<file path="config.mk">
export PLATFORM = sky130hd
export DESIGN_NAME = pad_dma_top
export DESIGN_NICKNAME = d
export VERILOG_FILES = /design/src/pad_dma_pkg.sv /design/src/dma_cfg_if.sv /design/src/tile_buf_if.sv /design/src/pad_dma_regs.sv /design/src/tile_sequencer.sv /design/src/tile_buffer.sv /design/src/pad_dma_top.sv
export VERILOG_INCLUDE_DIRS = /design/src /design/src/src
export SDC_FILE = /design/constraint.sdc
export NUM_CORES = 2
export LEC_CHECK = 0
export BUFFER_PORTS_ARGS = -buffer_cell sky130_fd_sc_hd__clkbuf_2
export CAP_MARGIN = 0
export CORE_MARGIN = 3
export CORE_UTILIZATION = 45
export CTS_CLUSTER_DIAMETER = 120
export CTS_CLUSTER_SIZE = 14
export DETAILED_ROUTE_END_ITERATION = 10
export PLACE_DENSITY = 0.6
export REMOVE_ABC_BUFFERS = 1
export SETUP_SLACK_MARGIN = 0.4
export SLEW_MARGIN = 25
export SYNTH_ARGS = -nofsm -noshare
export SYNTH_HDL_FRONTEND = slang
export SYNTH_SLANG_ARGS = --single-unit
</file>
<file path="constraint.sdc">
create_clock -name clk -period 11.5 [get_ports clk]
set_input_delay 0 -clock clk [delete_from_list [all_inputs] [get_ports clk]]
set_output_delay 0 -clock clk [all_outputs]
set_load 0.01 [all_outputs]
</file>
<file path="src/pad_dma_defs.svh">
/*
 * Shared constants of the padding DMA engine.
 * Include wherever widths, tile geometry or register offsets are needed.
 */
`ifndef PAD_DMA_DEFS_SVH
`define PAD_DMA_DEFS_SVH

// Bus widths
`define PD_DATA_W       32
`define PD_ADDR_W       32
`define PD_COORD_W      6       // Matrix width and tile index

// Tile geometry
`define PD_TILE         4       // Source tile side
`define PD_BUF          6       // Tile plus one border word per side
`define PD_BEAT_BYTES   4

// Register byte offsets
`define PD_REG_SRC      4'h0
`define PD_REG_DST      4'h4
`define PD_REG_WIDTH    4'h8
`define PD_REG_CTRL     4'hC

`endif

</file>
<file path="src/pad_dma_pkg.sv">
/*
 * Types shared by the register block, the sequencer and the tile buffer.
 * Import with a wildcard in the module header.
 */
`default_nettype none

`include "pad_dma_defs.svh"

package pad_dma_pkg;

    typedef logic [`PD_DATA_W-1:0]  word_t;
    typedef logic [`PD_ADDR_W-1:0]  addr_t;
    typedef logic [`PD_COORD_W-1:0] coord_t;

    // Row or column inside the 6x6 tile buffer
    typedef logic [$clog2(`PD_BUF)-1:0] buf_idx_t;

    // Set when the tile touches that border of the matrix
    typedef struct packed {
        logic top;
        logic bottom;
        logic left;
        logic right;
    } edge_t;

    typedef enum logic [2:0] {
        IDLE,
        RREQ,       // AR for one source row
        RDATA,
        PAD,        // Reflect fill of the tile buffer
        WREQ,       // AW for one output row
        WDATA,
        WRESP
    } seq_state_e;

endpackage

`default_nettype wire

</file>
<file path="src/dma_cfg_if.sv">
/*
 * Run configuration and start/done handshake between the register block
 * and the tile sequencer.
 */
`timescale 1ns/1ps
`default_nettype none

interface dma_cfg_if import pad_dma_pkg::*; ();

    addr_t  src_addr;
    addr_t  dst_addr;
    coord_t width;
    logic   start;      // One cycle, only while done is high
    logic   done;

    modport regs (output src_addr, dst_addr, width, start, input done);
    modport seq  (input src_addr, dst_addr, width, start, output done);

endinterface

`default_nettype wire

</file>
<file path="src/tile_buf_if.sv">
/*
 * Store, pad and read port of the tile buffer as seen by the sequencer.
 * Read data is combinational from rd_x/rd_y.
 */
`timescale 1ns/1ps
`default_nettype none

interface tile_buf_if import pad_dma_pkg::*; ();

    logic     st_en;
    buf_idx_t st_x;         // Column
    buf_idx_t st_y;         // Row
    word_t    st_data;
    logic     pad_en;
    edge_t    edges;
    buf_idx_t rd_x;
    buf_idx_t rd_y;
    word_t    rd_data;

    modport seq (
        output st_en, st_x, st_y, st_data, pad_en, edges, rd_x, rd_y,
        input  rd_data
    );
    modport buffer (
        input  st_en, st_x, st_y, st_data, pad_en, edges, rd_x, rd_y,
        output rd_data
    );

endinterface

`default_nettype wire

</file>
<file path="src/pad_dma_regs.sv">
/*
 * Wishbone classic slave holding source, destination and width.
 * A CTRL write with bit 0 set starts a run; CTRL bit 0 reads back done.
 */
`timescale 1ns/1ps
`default_nettype none

`include "pad_dma_defs.svh"

module pad_dma_regs import pad_dma_pkg::*; (
    input  logic    clk,
    input  logic    rst_n,

    input  logic    wb_cyc_i,
    input  logic    wb_stb_i,
    input  logic    wb_we_i,
    input  addr_t   wb_adr_i,
    input  word_t   wb_dat_i,
    output word_t   wb_dat_o,
    output logic    wb_ack_o,

    dma_cfg_if.regs cfg
);

    addr_t      src_q;
    addr_t      dst_q;
    coord_t     width_q;
    logic       ack_q;
    logic       start_q;
    word_t      rdata_q;
    logic       req;
    logic       width_ok;
    logic [3:0] offset;

    assign req      = wb_cyc_i && wb_stb_i && !ack_q;  // New access, not yet acked
    assign offset   = wb_adr_i[3:0];
    assign width_ok = (width_q != '0) && (width_q[1:0] == 2'b00);

    always_ff @(posedge clk) begin
        if (!rst_n) begin
            ack_q   <= 1'b0;
            start_q <= 1'b0;
            src_q   <= '0;
            dst_q   <= '0;
            width_q <= '0;
        end else begin
            ack_q   <= req;
            // Start rides with the ack of the CTRL write
            start_q <= req && wb_we_i && (offset == `PD_REG_CTRL) && wb_dat_i[0]
                       && cfg.done && width_ok;
            if (req && wb_we_i) begin
                case (offset)
                    `PD_REG_SRC:   src_q   <= wb_dat_i;
                    `PD_REG_DST:   dst_q   <= wb_dat_i;
                    `PD_REG_WIDTH: width_q <= wb_dat_i[`PD_COORD_W-1:0];
                    default: ;
                endcase
            end
        end
    end

    // Read data, valid with ack
    always_ff @(posedge clk) begin
        if (req) begin
            case (offset)
                `PD_REG_SRC:   rdata_q <= src_q;
                `PD_REG_DST:   rdata_q <= dst_q;
                `PD_REG_WIDTH: rdata_q <= word_t'(width_q);
                `PD_REG_CTRL:  rdata_q <= word_t'(cfg.done);
                default:       rdata_q <= '0;
            endcase
        end
    end

    assign wb_dat_o     = rdata_q;
    assign wb_ack_o     = ack_q;
    assign cfg.src_addr = src_q;
    assign cfg.dst_addr = dst_q;
    assign cfg.width    = width_q;
    assign cfg.start    = start_q;

endmodule

`default_nettype wire

</file>
<file path="src/tile_sequencer.sv">
/*
 * Walks the matrix in 4x4 tiles, reads each tile row by row over AXI,
 * has the tile buffer add the reflected border, then writes one burst per output row.
 */
`timescale 1ns/1ps
`default_nettype none

`include "pad_dma_defs.svh"

module tile_sequencer import pad_dma_pkg::*; (
    input  logic        clk,
    input  logic        rst_n,

    dma_cfg_if.seq      cfg,
    tile_buf_if.seq     tb,

    output addr_t       araddr_o,
    output logic [3:0]  arlen_o,
    output logic        arvalid_o,
    input  logic        arready_i,
    input  word_t       rdata_i,
    input  logic        rlast_i,
    input  logic        rvalid_i,
    output logic        rready_o,

    output addr_t       awaddr_o,
    output logic [3:0]  awlen_o,
    output logic        awvalid_o,
    input  logic        awready_i,
    output word_t       wdata_o,
    output logic        wlast_o,
    output logic        wvalid_o,
    input  logic        wready_i,
    input  logic        bvalid_i,
    output logic        bready_o
);

    seq_state_e state;
    logic       done_q;
    addr_t      src_q;
    addr_t      dst_q;
    coord_t     width_q;
    coord_t     bx;             // Tile column
    coord_t     by;             // Tile row
    logic [1:0] rrow;
    logic [1:0] rcol;
    buf_idx_t   wrow;
    buf_idx_t   wcnt;           // Beat within the write burst

    coord_t     last_tile;
    edge_t      edges;
    buf_idx_t   nrows;
    buf_idx_t   rlen;
    addr_t      rd_row, rd_col;
    addr_t      wr_row, wr_col;
    logic       ar_hs, r_hs, aw_hs, w_hs, b_hs;

    assign last_tile = width_q / `PD_TILE - 1'b1;
    assign edges.top    = (by == '0);
    assign edges.bottom = (by == last_tile);
    assign edges.left   = (bx == '0);
    assign edges.right  = (bx == last_tile);

    // One extra row or column for each border the tile touches
    assign nrows = buf_idx_t'(`PD_TILE) + buf_idx_t'(edges.top) + buf_idx_t'(edges.bottom);
    assign rlen  = buf_idx_t'(`PD_TILE) + buf_idx_t'(edges.left) + buf_idx_t'(edges.right);

    assign ar_hs = arvalid_o && arready_i;
    assign r_hs  = rvalid_i && rready_o;
    assign aw_hs = awvalid_o && awready_i;
    assign w_hs  = wvalid_o && wready_i;
    assign b_hs  = bvalid_i && bready_o;

    always_ff @(posedge clk) begin
        if (!rst_n) begin
            state  <= IDLE;
            done_q <= 1'b1;
            bx     <= '0;
            by     <= '0;
            rrow   <= '0;
            rcol   <= '0;
            wrow   <= '0;
            wcnt   <= '0;
        end else begin
            case (state)
                IDLE: if (cfg.start) begin
                    done_q <= 1'b0;
                    bx     <= '0;
                    by     <= '0;
                    rrow   <= '0;
                    rcol   <= '0;
                    state  <= RREQ;
                end
                RREQ: if (ar_hs) state <= RDATA;
                RDATA: if (r_hs) begin
                    rcol <= rcol + 1'b1;
                    if (rlast_i) begin
                        rcol <= '0;
                        if (rrow == 2'(`PD_TILE - 1)) begin
                            state <= PAD;
                        end else begin
                            rrow  <= rrow + 1'b1;
                            state <= RREQ;
                        end
                    end
                end
                PAD: begin
                    wrow  <= '0;
                    state <= WREQ;
                end
                WREQ: if (aw_hs) begin
                    wcnt  <= '0;
                    state <= WDATA;
                end
                WDATA: if (w_hs) begin
                    wcnt <= wcnt + 1'b1;
                    if (wlast_o) state <= WRESP;    // Overridden below if B came along
                end
                default: ;
            endcase

            // Row finished once its B is accepted
            if (b_hs) begin
                if (wrow != nrows - 1'b1) begin
                    wrow  <= wrow + 1'b1;
                    state <= WREQ;
                end else if (bx == last_tile && by == last_tile) begin
                    done_q <= 1'b1;
                    state  <= IDLE;
                end else begin
                    rrow  <= '0;
                    state <= RREQ;
                    if (bx == last_tile) begin
                        bx <= '0;
                        by <= by + 1'b1;
                    end else begin
                        bx <= bx + 1'b1;
                    end
                end
            end
        end
    end

    // Run configuration, taken at start
    always_ff @(posedge clk) begin
        if (state == IDLE && cfg.start) begin
            src_q   <= cfg.src_addr;
            dst_q   <= cfg.dst_addr;
            width_q <= cfg.width;
        end
    end

    // Source (row, col) of the first beat of the read burst
    assign rd_row = addr_t'(by) * `PD_TILE + addr_t'(rrow);
    assign rd_col = addr_t'(bx) * `PD_TILE;
    // Padded (row, col) of the first beat of the write burst
    assign wr_row = addr_t'(by) * `PD_TILE + addr_t'(wrow) + addr_t'(!edges.top);
    assign wr_col = addr_t'(bx) * `PD_TILE + addr_t'(!edges.left);

    assign araddr_o  = src_q + (rd_row * addr_t'(width_q) + rd_col) * `PD_BEAT_BYTES;
    assign arlen_o   = 4'(`PD_TILE - 1);
    assign arvalid_o = (state == RREQ);
    assign rready_o  = (state == RDATA);

    assign awaddr_o  = dst_q + (wr_row * (addr_t'(width_q) + 2) + wr_col) * `PD_BEAT_BYTES;
    assign awlen_o   = 4'(rlen) - 4'd1;
    assign awvalid_o = (state == WREQ);
    assign wvalid_o  = (state == WDATA);
    assign wlast_o   = wvalid_o && (wcnt == rlen - 1'b1);
    assign wdata_o   = tb.rd_data;
    assign bready_o  = (state == WRESP) || (wlast_o && wready_i);

    // Source words always land at offset (1, 1), leaving row/col 0 for the border
    assign tb.st_en   = r_hs;
    assign tb.st_x    = buf_idx_t'(rcol) + 1'b1;
    assign tb.st_y    = buf_idx_t'(rrow) + 1'b1;
    assign tb.st_data = rdata_i;
    assign tb.pad_en  = (state == PAD);
    assign tb.edges   = edges;
    assign tb.rd_x    = (edges.left ? buf_idx_t'(0) : buf_idx_t'(1)) + wcnt;
    assign tb.rd_y    = (edges.top ? buf_idx_t'(0) : buf_idx_t'(1)) + wrow;

    assign cfg.done = done_q;

endmodule

`default_nettype wire

</file>
<file path="src/tile_buffer.sv">
/*
 * 6x6 word buffer for one 4x4 source tile and its border.
 * Stores land at the next edge; the reflect fill is done in the pad cycle.
 */
`timescale 1ns/1ps
`default_nettype none

`include "pad_dma_defs.svh"

module tile_buffer import pad_dma_pkg::*; (
    input  logic        clk,
    input  logic        rst_n,
    tile_buf_if.buffer  tb
);

    localparam int N = `PD_BUF;

    word_t mem [N][N];      // mem[row][col], tile sits at rows/cols 1..4

    // Buffer index a border word copies from, or itself when no fill applies.
    // Low border reflects index 2, high border reflects index N-3.
    function automatic int fill_src(input int idx, input logic lo, input logic hi);
        if (lo && idx == 0) begin
            return 2;
        end
        if (hi && idx == N - 1) begin
            return N - 3;
        end
        return idx;
    endfunction

    always_ff @(posedge clk) begin
        if (!rst_n) begin
            for (int i = 0; i < N; i++) begin
                for (int j = 0; j < N; j++) begin
                    mem[i][j] <= '0;
                end
            end
        end else if (tb.pad_en) begin
            // Corners pick up the diagonal neighbor when both flags are set
            for (int i = 0; i < N; i++) begin
                for (int j = 0; j < N; j++) begin
                    mem[i][j] <= mem[fill_src(i, tb.edges.top, tb.edges.bottom)]
                                    [fill_src(j, tb.edges.left, tb.edges.right)];
                end
            end
        end else if (tb.st_en) begin
            mem[tb.st_y][tb.st_x] <= tb.st_data;
        end
    end

    assign tb.rd_data = mem[tb.rd_y][tb.rd_x];     // Feeds W data directly

endmodule

`default_nettype wire

</file>
<file path="src/pad_dma_top.sv">
/*
 * Padding DMA top level. Wishbone classic slave for configuration,
 * AXI master for the source reads and padded writes.
 */
`timescale 1ns/1ps
`default_nettype none

module pad_dma_top import pad_dma_pkg::*; (
    input  logic        clk,
    input  logic        rst_n,

    // Wishbone classic slave
    input  logic        wb_cyc_i,
    input  logic        wb_stb_i,
    input  logic        wb_we_i,
    input  addr_t       wb_adr_i,
    input  word_t       wb_dat_i,
    output word_t       wb_dat_o,
    output logic        wb_ack_o,

    // AXI read
    output addr_t       araddr_o,
    output logic [3:0]  arlen_o,
    output logic        arvalid_o,
    input  logic        arready_i,
    input  word_t       rdata_i,
    input  logic        rlast_i,
    input  logic        rvalid_i,
    output logic        rready_o,

    // AXI write
    output addr_t       awaddr_o,
    output logic [3:0]  awlen_o,
    output logic        awvalid_o,
    input  logic        awready_i,
    output word_t       wdata_o,
    output logic        wlast_o,
    output logic        wvalid_o,
    input  logic        wready_i,
    input  logic        bvalid_i,
    output logic        bready_o,

    output logic        done_o
);

    dma_cfg_if  cfg_if ();
    tile_buf_if tb_if ();

    pad_dma_regs i_regs (
        .clk      (clk),
        .rst_n    (rst_n),
        .wb_cyc_i (wb_cyc_i),
        .wb_stb_i (wb_stb_i),
        .wb_we_i  (wb_we_i),
        .wb_adr_i (wb_adr_i),
        .wb_dat_i (wb_dat_i),
        .wb_dat_o (wb_dat_o),
        .wb_ack_o (wb_ack_o),
        .cfg      (cfg_if.regs)
    );

    tile_sequencer i_seq (
        .clk       (clk),
        .rst_n     (rst_n),
        .cfg       (cfg_if.seq),
        .tb        (tb_if.seq),
        .araddr_o  (araddr_o),
        .arlen_o   (arlen_o),
        .arvalid_o (arvalid_o),
        .arready_i (arready_i),
        .rdata_i   (rdata_i),
        .rlast_i   (rlast_i),
        .rvalid_i  (rvalid_i),
        .rready_o  (rready_o),
        .awaddr_o  (awaddr_o),
        .awlen_o   (awlen_o),
        .awvalid_o (awvalid_o),
        .awready_i (awready_i),
        .wdata_o   (wdata_o),
        .wlast_o   (wlast_o),
        .wvalid_o  (wvalid_o),
        .wready_i  (wready_i),
        .bvalid_i  (bvalid_i),
        .bready_o  (bready_o)
    );

    tile_buffer i_buf (
        .clk   (clk),
        .rst_n (rst_n),
        .tb    (tb_if.buffer)
    );

    assign done_o = cfg_if.done;

endmodule

`default_nettype wire

</file>
==> metrics list <==
* Total Routing Usage GR: 28.4%
- The die covers 199,000 um2.
- Crit path arrival time: 9690 ps
* Max Buffers Root-to-Sink: 3
- Core Box Area: 191,000 um2
* Post-synthesis cell count: 6,281
* Compound-Gate Fraction of Synth Area: 8.97%
- The final hold violation count was 0.
- Via count of the routed design: 56,700
- Clock-pin slew on the worst setup and hold paths: 80 ps
- Relative slew margins: 28.2%
- Post-route fraction of the period consumed by the critical path: 84.2%
- Site row count: 160
- Critical R2R Capture: i_buf.mem[5][4]
- Most common library cell in the layout ignoring fill and taps: edfxtp_1
* Post-synthesis share of cell area spent on full adders, half adders and majority gates: 3.86%
* Final weighted congestion of routability-driven global placement: 0.852
* Initial DRC Count: 6,805
* Required time of the worst setup path: 11,500 ps
- Measured on the finished design, the core utilization comes to 50.0%.
- The flow ran to the end, and the final reports show no timing, DRC or antenna violations.
- Clock sink count: 1,736
- HP Start: wb_dat_i[0]
- The startpoint identified for the worst register-to-register timing path is i_seq.width_q[3].
* Worst path slowest cell: o31ai_1
- Count of state elements after synthesis: 1,736
- After synthesis, the share of cell area in mux cells is 14.0%.
- Setup repair after global routing left no endpoint under its margin.
- Met3 track utilization from global routing: 6.51%
* Fmax: 103 MHz
- In the final design database the tool counted 6,667 nets.
- Pwr Density: 128 nW/um2
* Height of the die: 446 um
- Main combinational cell family by area after synthesis: multiplexers
- Mean post-synth cell area: 13.9 um2
* Sequential fraction of the synthesis area: 58.8%
- Grt peak-use layer: met2
- Async S/R FF share, synth: 0%
- Wire length of the first global-routing pass: 407,000 um
* CTS Root Buffer Type: clkbuf_16
- Drc violations: 0
* XOR/XNOR share of the synthesized area: 1.03%
* Number of distinct library cells after synthesis: 77
* Via count of the first global-routing pass: 56,900
- Ys Warns: 0
- The pre-antenna-repair detailed-routing pass consisted of 5 iterations.
- Met2 Usage GRT: 44.2%
- TritonCTS built the clock tree.
- Count of flip-flops with a built-in enable after synthesis: 1,638
- Worst-case clock skew: 30.0 ps
- Hpwl dp: 160,000 um
- Register-to-Register Path Depth: 11
* WHS Endpoint: i_regs.cfg.dst_addr[0]
- During I/O placement, the number of pins put on the boundary was 251.
* Launch point of the worst path: i_seq.by[1]
* Fin. max-slew vios: 0
- In the global route stage, met1 resource usage came out at 38.3%.
- Summed over all layers, the global routing overflow is 0.
* Flip-flop cell with the highest count after synthesis: edfxtp_1
- Kind of critical path: reg2out
- The routed design has 283,000 um of wire.
- Top cell by count, worst path: fa_1
- Across the VDD grid, the largest voltage drop is 0.0901 mV.
* Largest net degree at the start of global routing: 103
- Most frequent cells in the layout: 1,638 x edfxtp_1, 651 x nand2_1, 545 x and2_1
- Worst setup slack for register-to-register paths: 6340 ps
* Crit-path max FO: 13
* Clock latency reported for the late side of the worst-skew pair: 810 ps
* Antenna-violating nets left: 0
* Initial antenna violation count: 13
- Count of port buffers added during placement: 217
- In the final layout, the share of cells above drive strength 1 is 17.2%.
- Overall power of the completed layout: 12.2 mW
* Via-to-Cell Ratio: 6.38
- H-Tree Level Count: 4
- Resized cells post-CTS: 0
* Actual transition at the worst max-transition pin: 1070 ps
- Count of final setup violators: 0
- The worst setup path is captured at an output pin.
* Number of buffers created by CTS: 142
- STA classifies the critical path startpoint as a register.
* Leak Pwr: 34.2 nW
* Synthesized cell area: 87,000 um2
- Min-delay worst type: in2reg
- The largest single stage delay on the critical path is 730 ps.
- In the final routed layout, each cell accounts on average for 31.9 um.
- Of the total synthesized cell area, the portion taken by AND, OR, NAND and NOR gates is 9.87%.
- Hold path depth: 4
- Clock period minus worst slack: 9690 ps
* Max Cap Violations: 0
- The area growth from synthesis to layout is 9.83%.
- Starting Density: 45.5%
* Die boundary width: 446 um
==> flip-flops by register name (all words and copies together), names as in the netlist <==
signal	count
i_buf.mem	1536
i_regs.cfg.dst_addr	32
i_regs.cfg.src_addr	32
i_regs.cfg.start	1
i_regs.cfg.width	6
i_regs.wb_ack_o	1
i_regs.wb_dat_o	32
i_seq.bx	6
i_seq.by	6
i_seq.cfg.done	1
i_seq.dst_q	32
i_seq.rcol	2
i_seq.rrow	2
i_seq.src_q	32
i_seq.state	3
i_seq.wcnt	3
i_seq.width_q	6
i_seq.wrow	3
==> kinds of logic (layout without fill, tap and decap cells) <==
group	after synthesis	after routing
other	2	23
multiplexers	656	656
buffers and inverters	730	804
AO/OA/AOI/OAI	1105	1105
AND/OR/NAND/NOR	1729	1729
XOR/XNOR	101	101
flip-flops	1736	1736
adder cells (fa/ha/maj)	222	222
==> power breakdown <==
| part | switching [mW] | internal (mW) |
|---|---|---|
| Clock | 2.27 | 2.27 |
| Sequential | 0.0753 | 7.04 |
| Combinational | 0.408 | 0.184 |
==> cell type report <==
cell class	instances	area, um2
diodes	10	25.0
clock buffers	158	3680
clock inverters	13	179
fillers	16100	95600
inverters	149	564
multi-input cells	3826	33400
flip-flops and latches	1736	51100
well taps	2511	3140
repair buffers	484	3460
==> routing by layer <==
layer | part of all wire [%] | routed length [um] | vias to the layer above
met5 | 0.0025 | 7 | -
met4 | 4.9 | 13800 | 2
met3 | 11 | 30600 | 572
met2 | 46 | 131000 | 3221
met1 | 38 | 108000 | 29100
li1 | - | - | 23900
==> synthesized netlist by cell type (all sizes together), types with 19 or more instances <==
cell type     n  area [um2]
edfxtp     1638       49200
nand2       655        2460
and2        552        3450
mux4        449       10100
a22o        346        3030
clkbuf      345        1290
o21ai       299        1500
buf         236        1160
mux2i       205        2050
a21oi       202        1010
nor2        202         758
inv         148         556
ha          143        1790
a221o        98         981
dfxtp        98        1960
nand3        95         475
fa           78        1560
xnor2        71         622
nor3         50         277
nand2b       48         300
and3         42         263
xor2         29         254
o2111ai      28         245
nor2b        21         131
a21o         19         143
==> through the flow <==
stage / std cells / hold slack [ps] / setup slack, ps / setup TNS (ps) / cell area, um2
2_1_floorplan: 5711 / 91.5 / -12930 / -656020 / 84600
3_3_place_gp: 8594 / 236 / 2470 / 0 / 90500
3_5_place_dp: 8595 / 241 / 2670 / 0 / 90500
4_1_cts: 8862 / 9.70 / 1720 / 0 / 95300
5_1_grt: 8879 / 69.3 / 1120 / 0 / 95500
6_report: 8887 / 71.2 / 1810 / 0 / 95600
==> worst max-delay path by stage <==
stage / endpoint / slack [ps] / depth (start not counted)
after floorplan: awaddr_o[26] / -12930 / 24
after global placement: awaddr_o[28] / 2470 / 28
after detailed placement: awaddr_o[31] / 2670 / 28
after CTS: awaddr_o[31] / 1720 / 28
after global routing: awaddr_o[31] / 1120 / 28
final: awaddr_o[31] / 1810 / 28
==> worst max-delay path: cells and delay by family (launching register included) <==
kind | cells | cell delay [ps]
fa+ha+maj | 9 | 3270
compound gates | 7 | 3030
xor+xnor | 3 | 740
flops | 1 | 650
buf+inv | 5 | 460
simple gates | 4 | 750
==> timing repair <==
action | 4_1_cts | 5_1_grt
hold endpoints to repair | 470 | 168
buffers inserted | 0 | 0
hold buffers | 96 | 12
No activity file was read; power rests on OpenSTA's default activity.
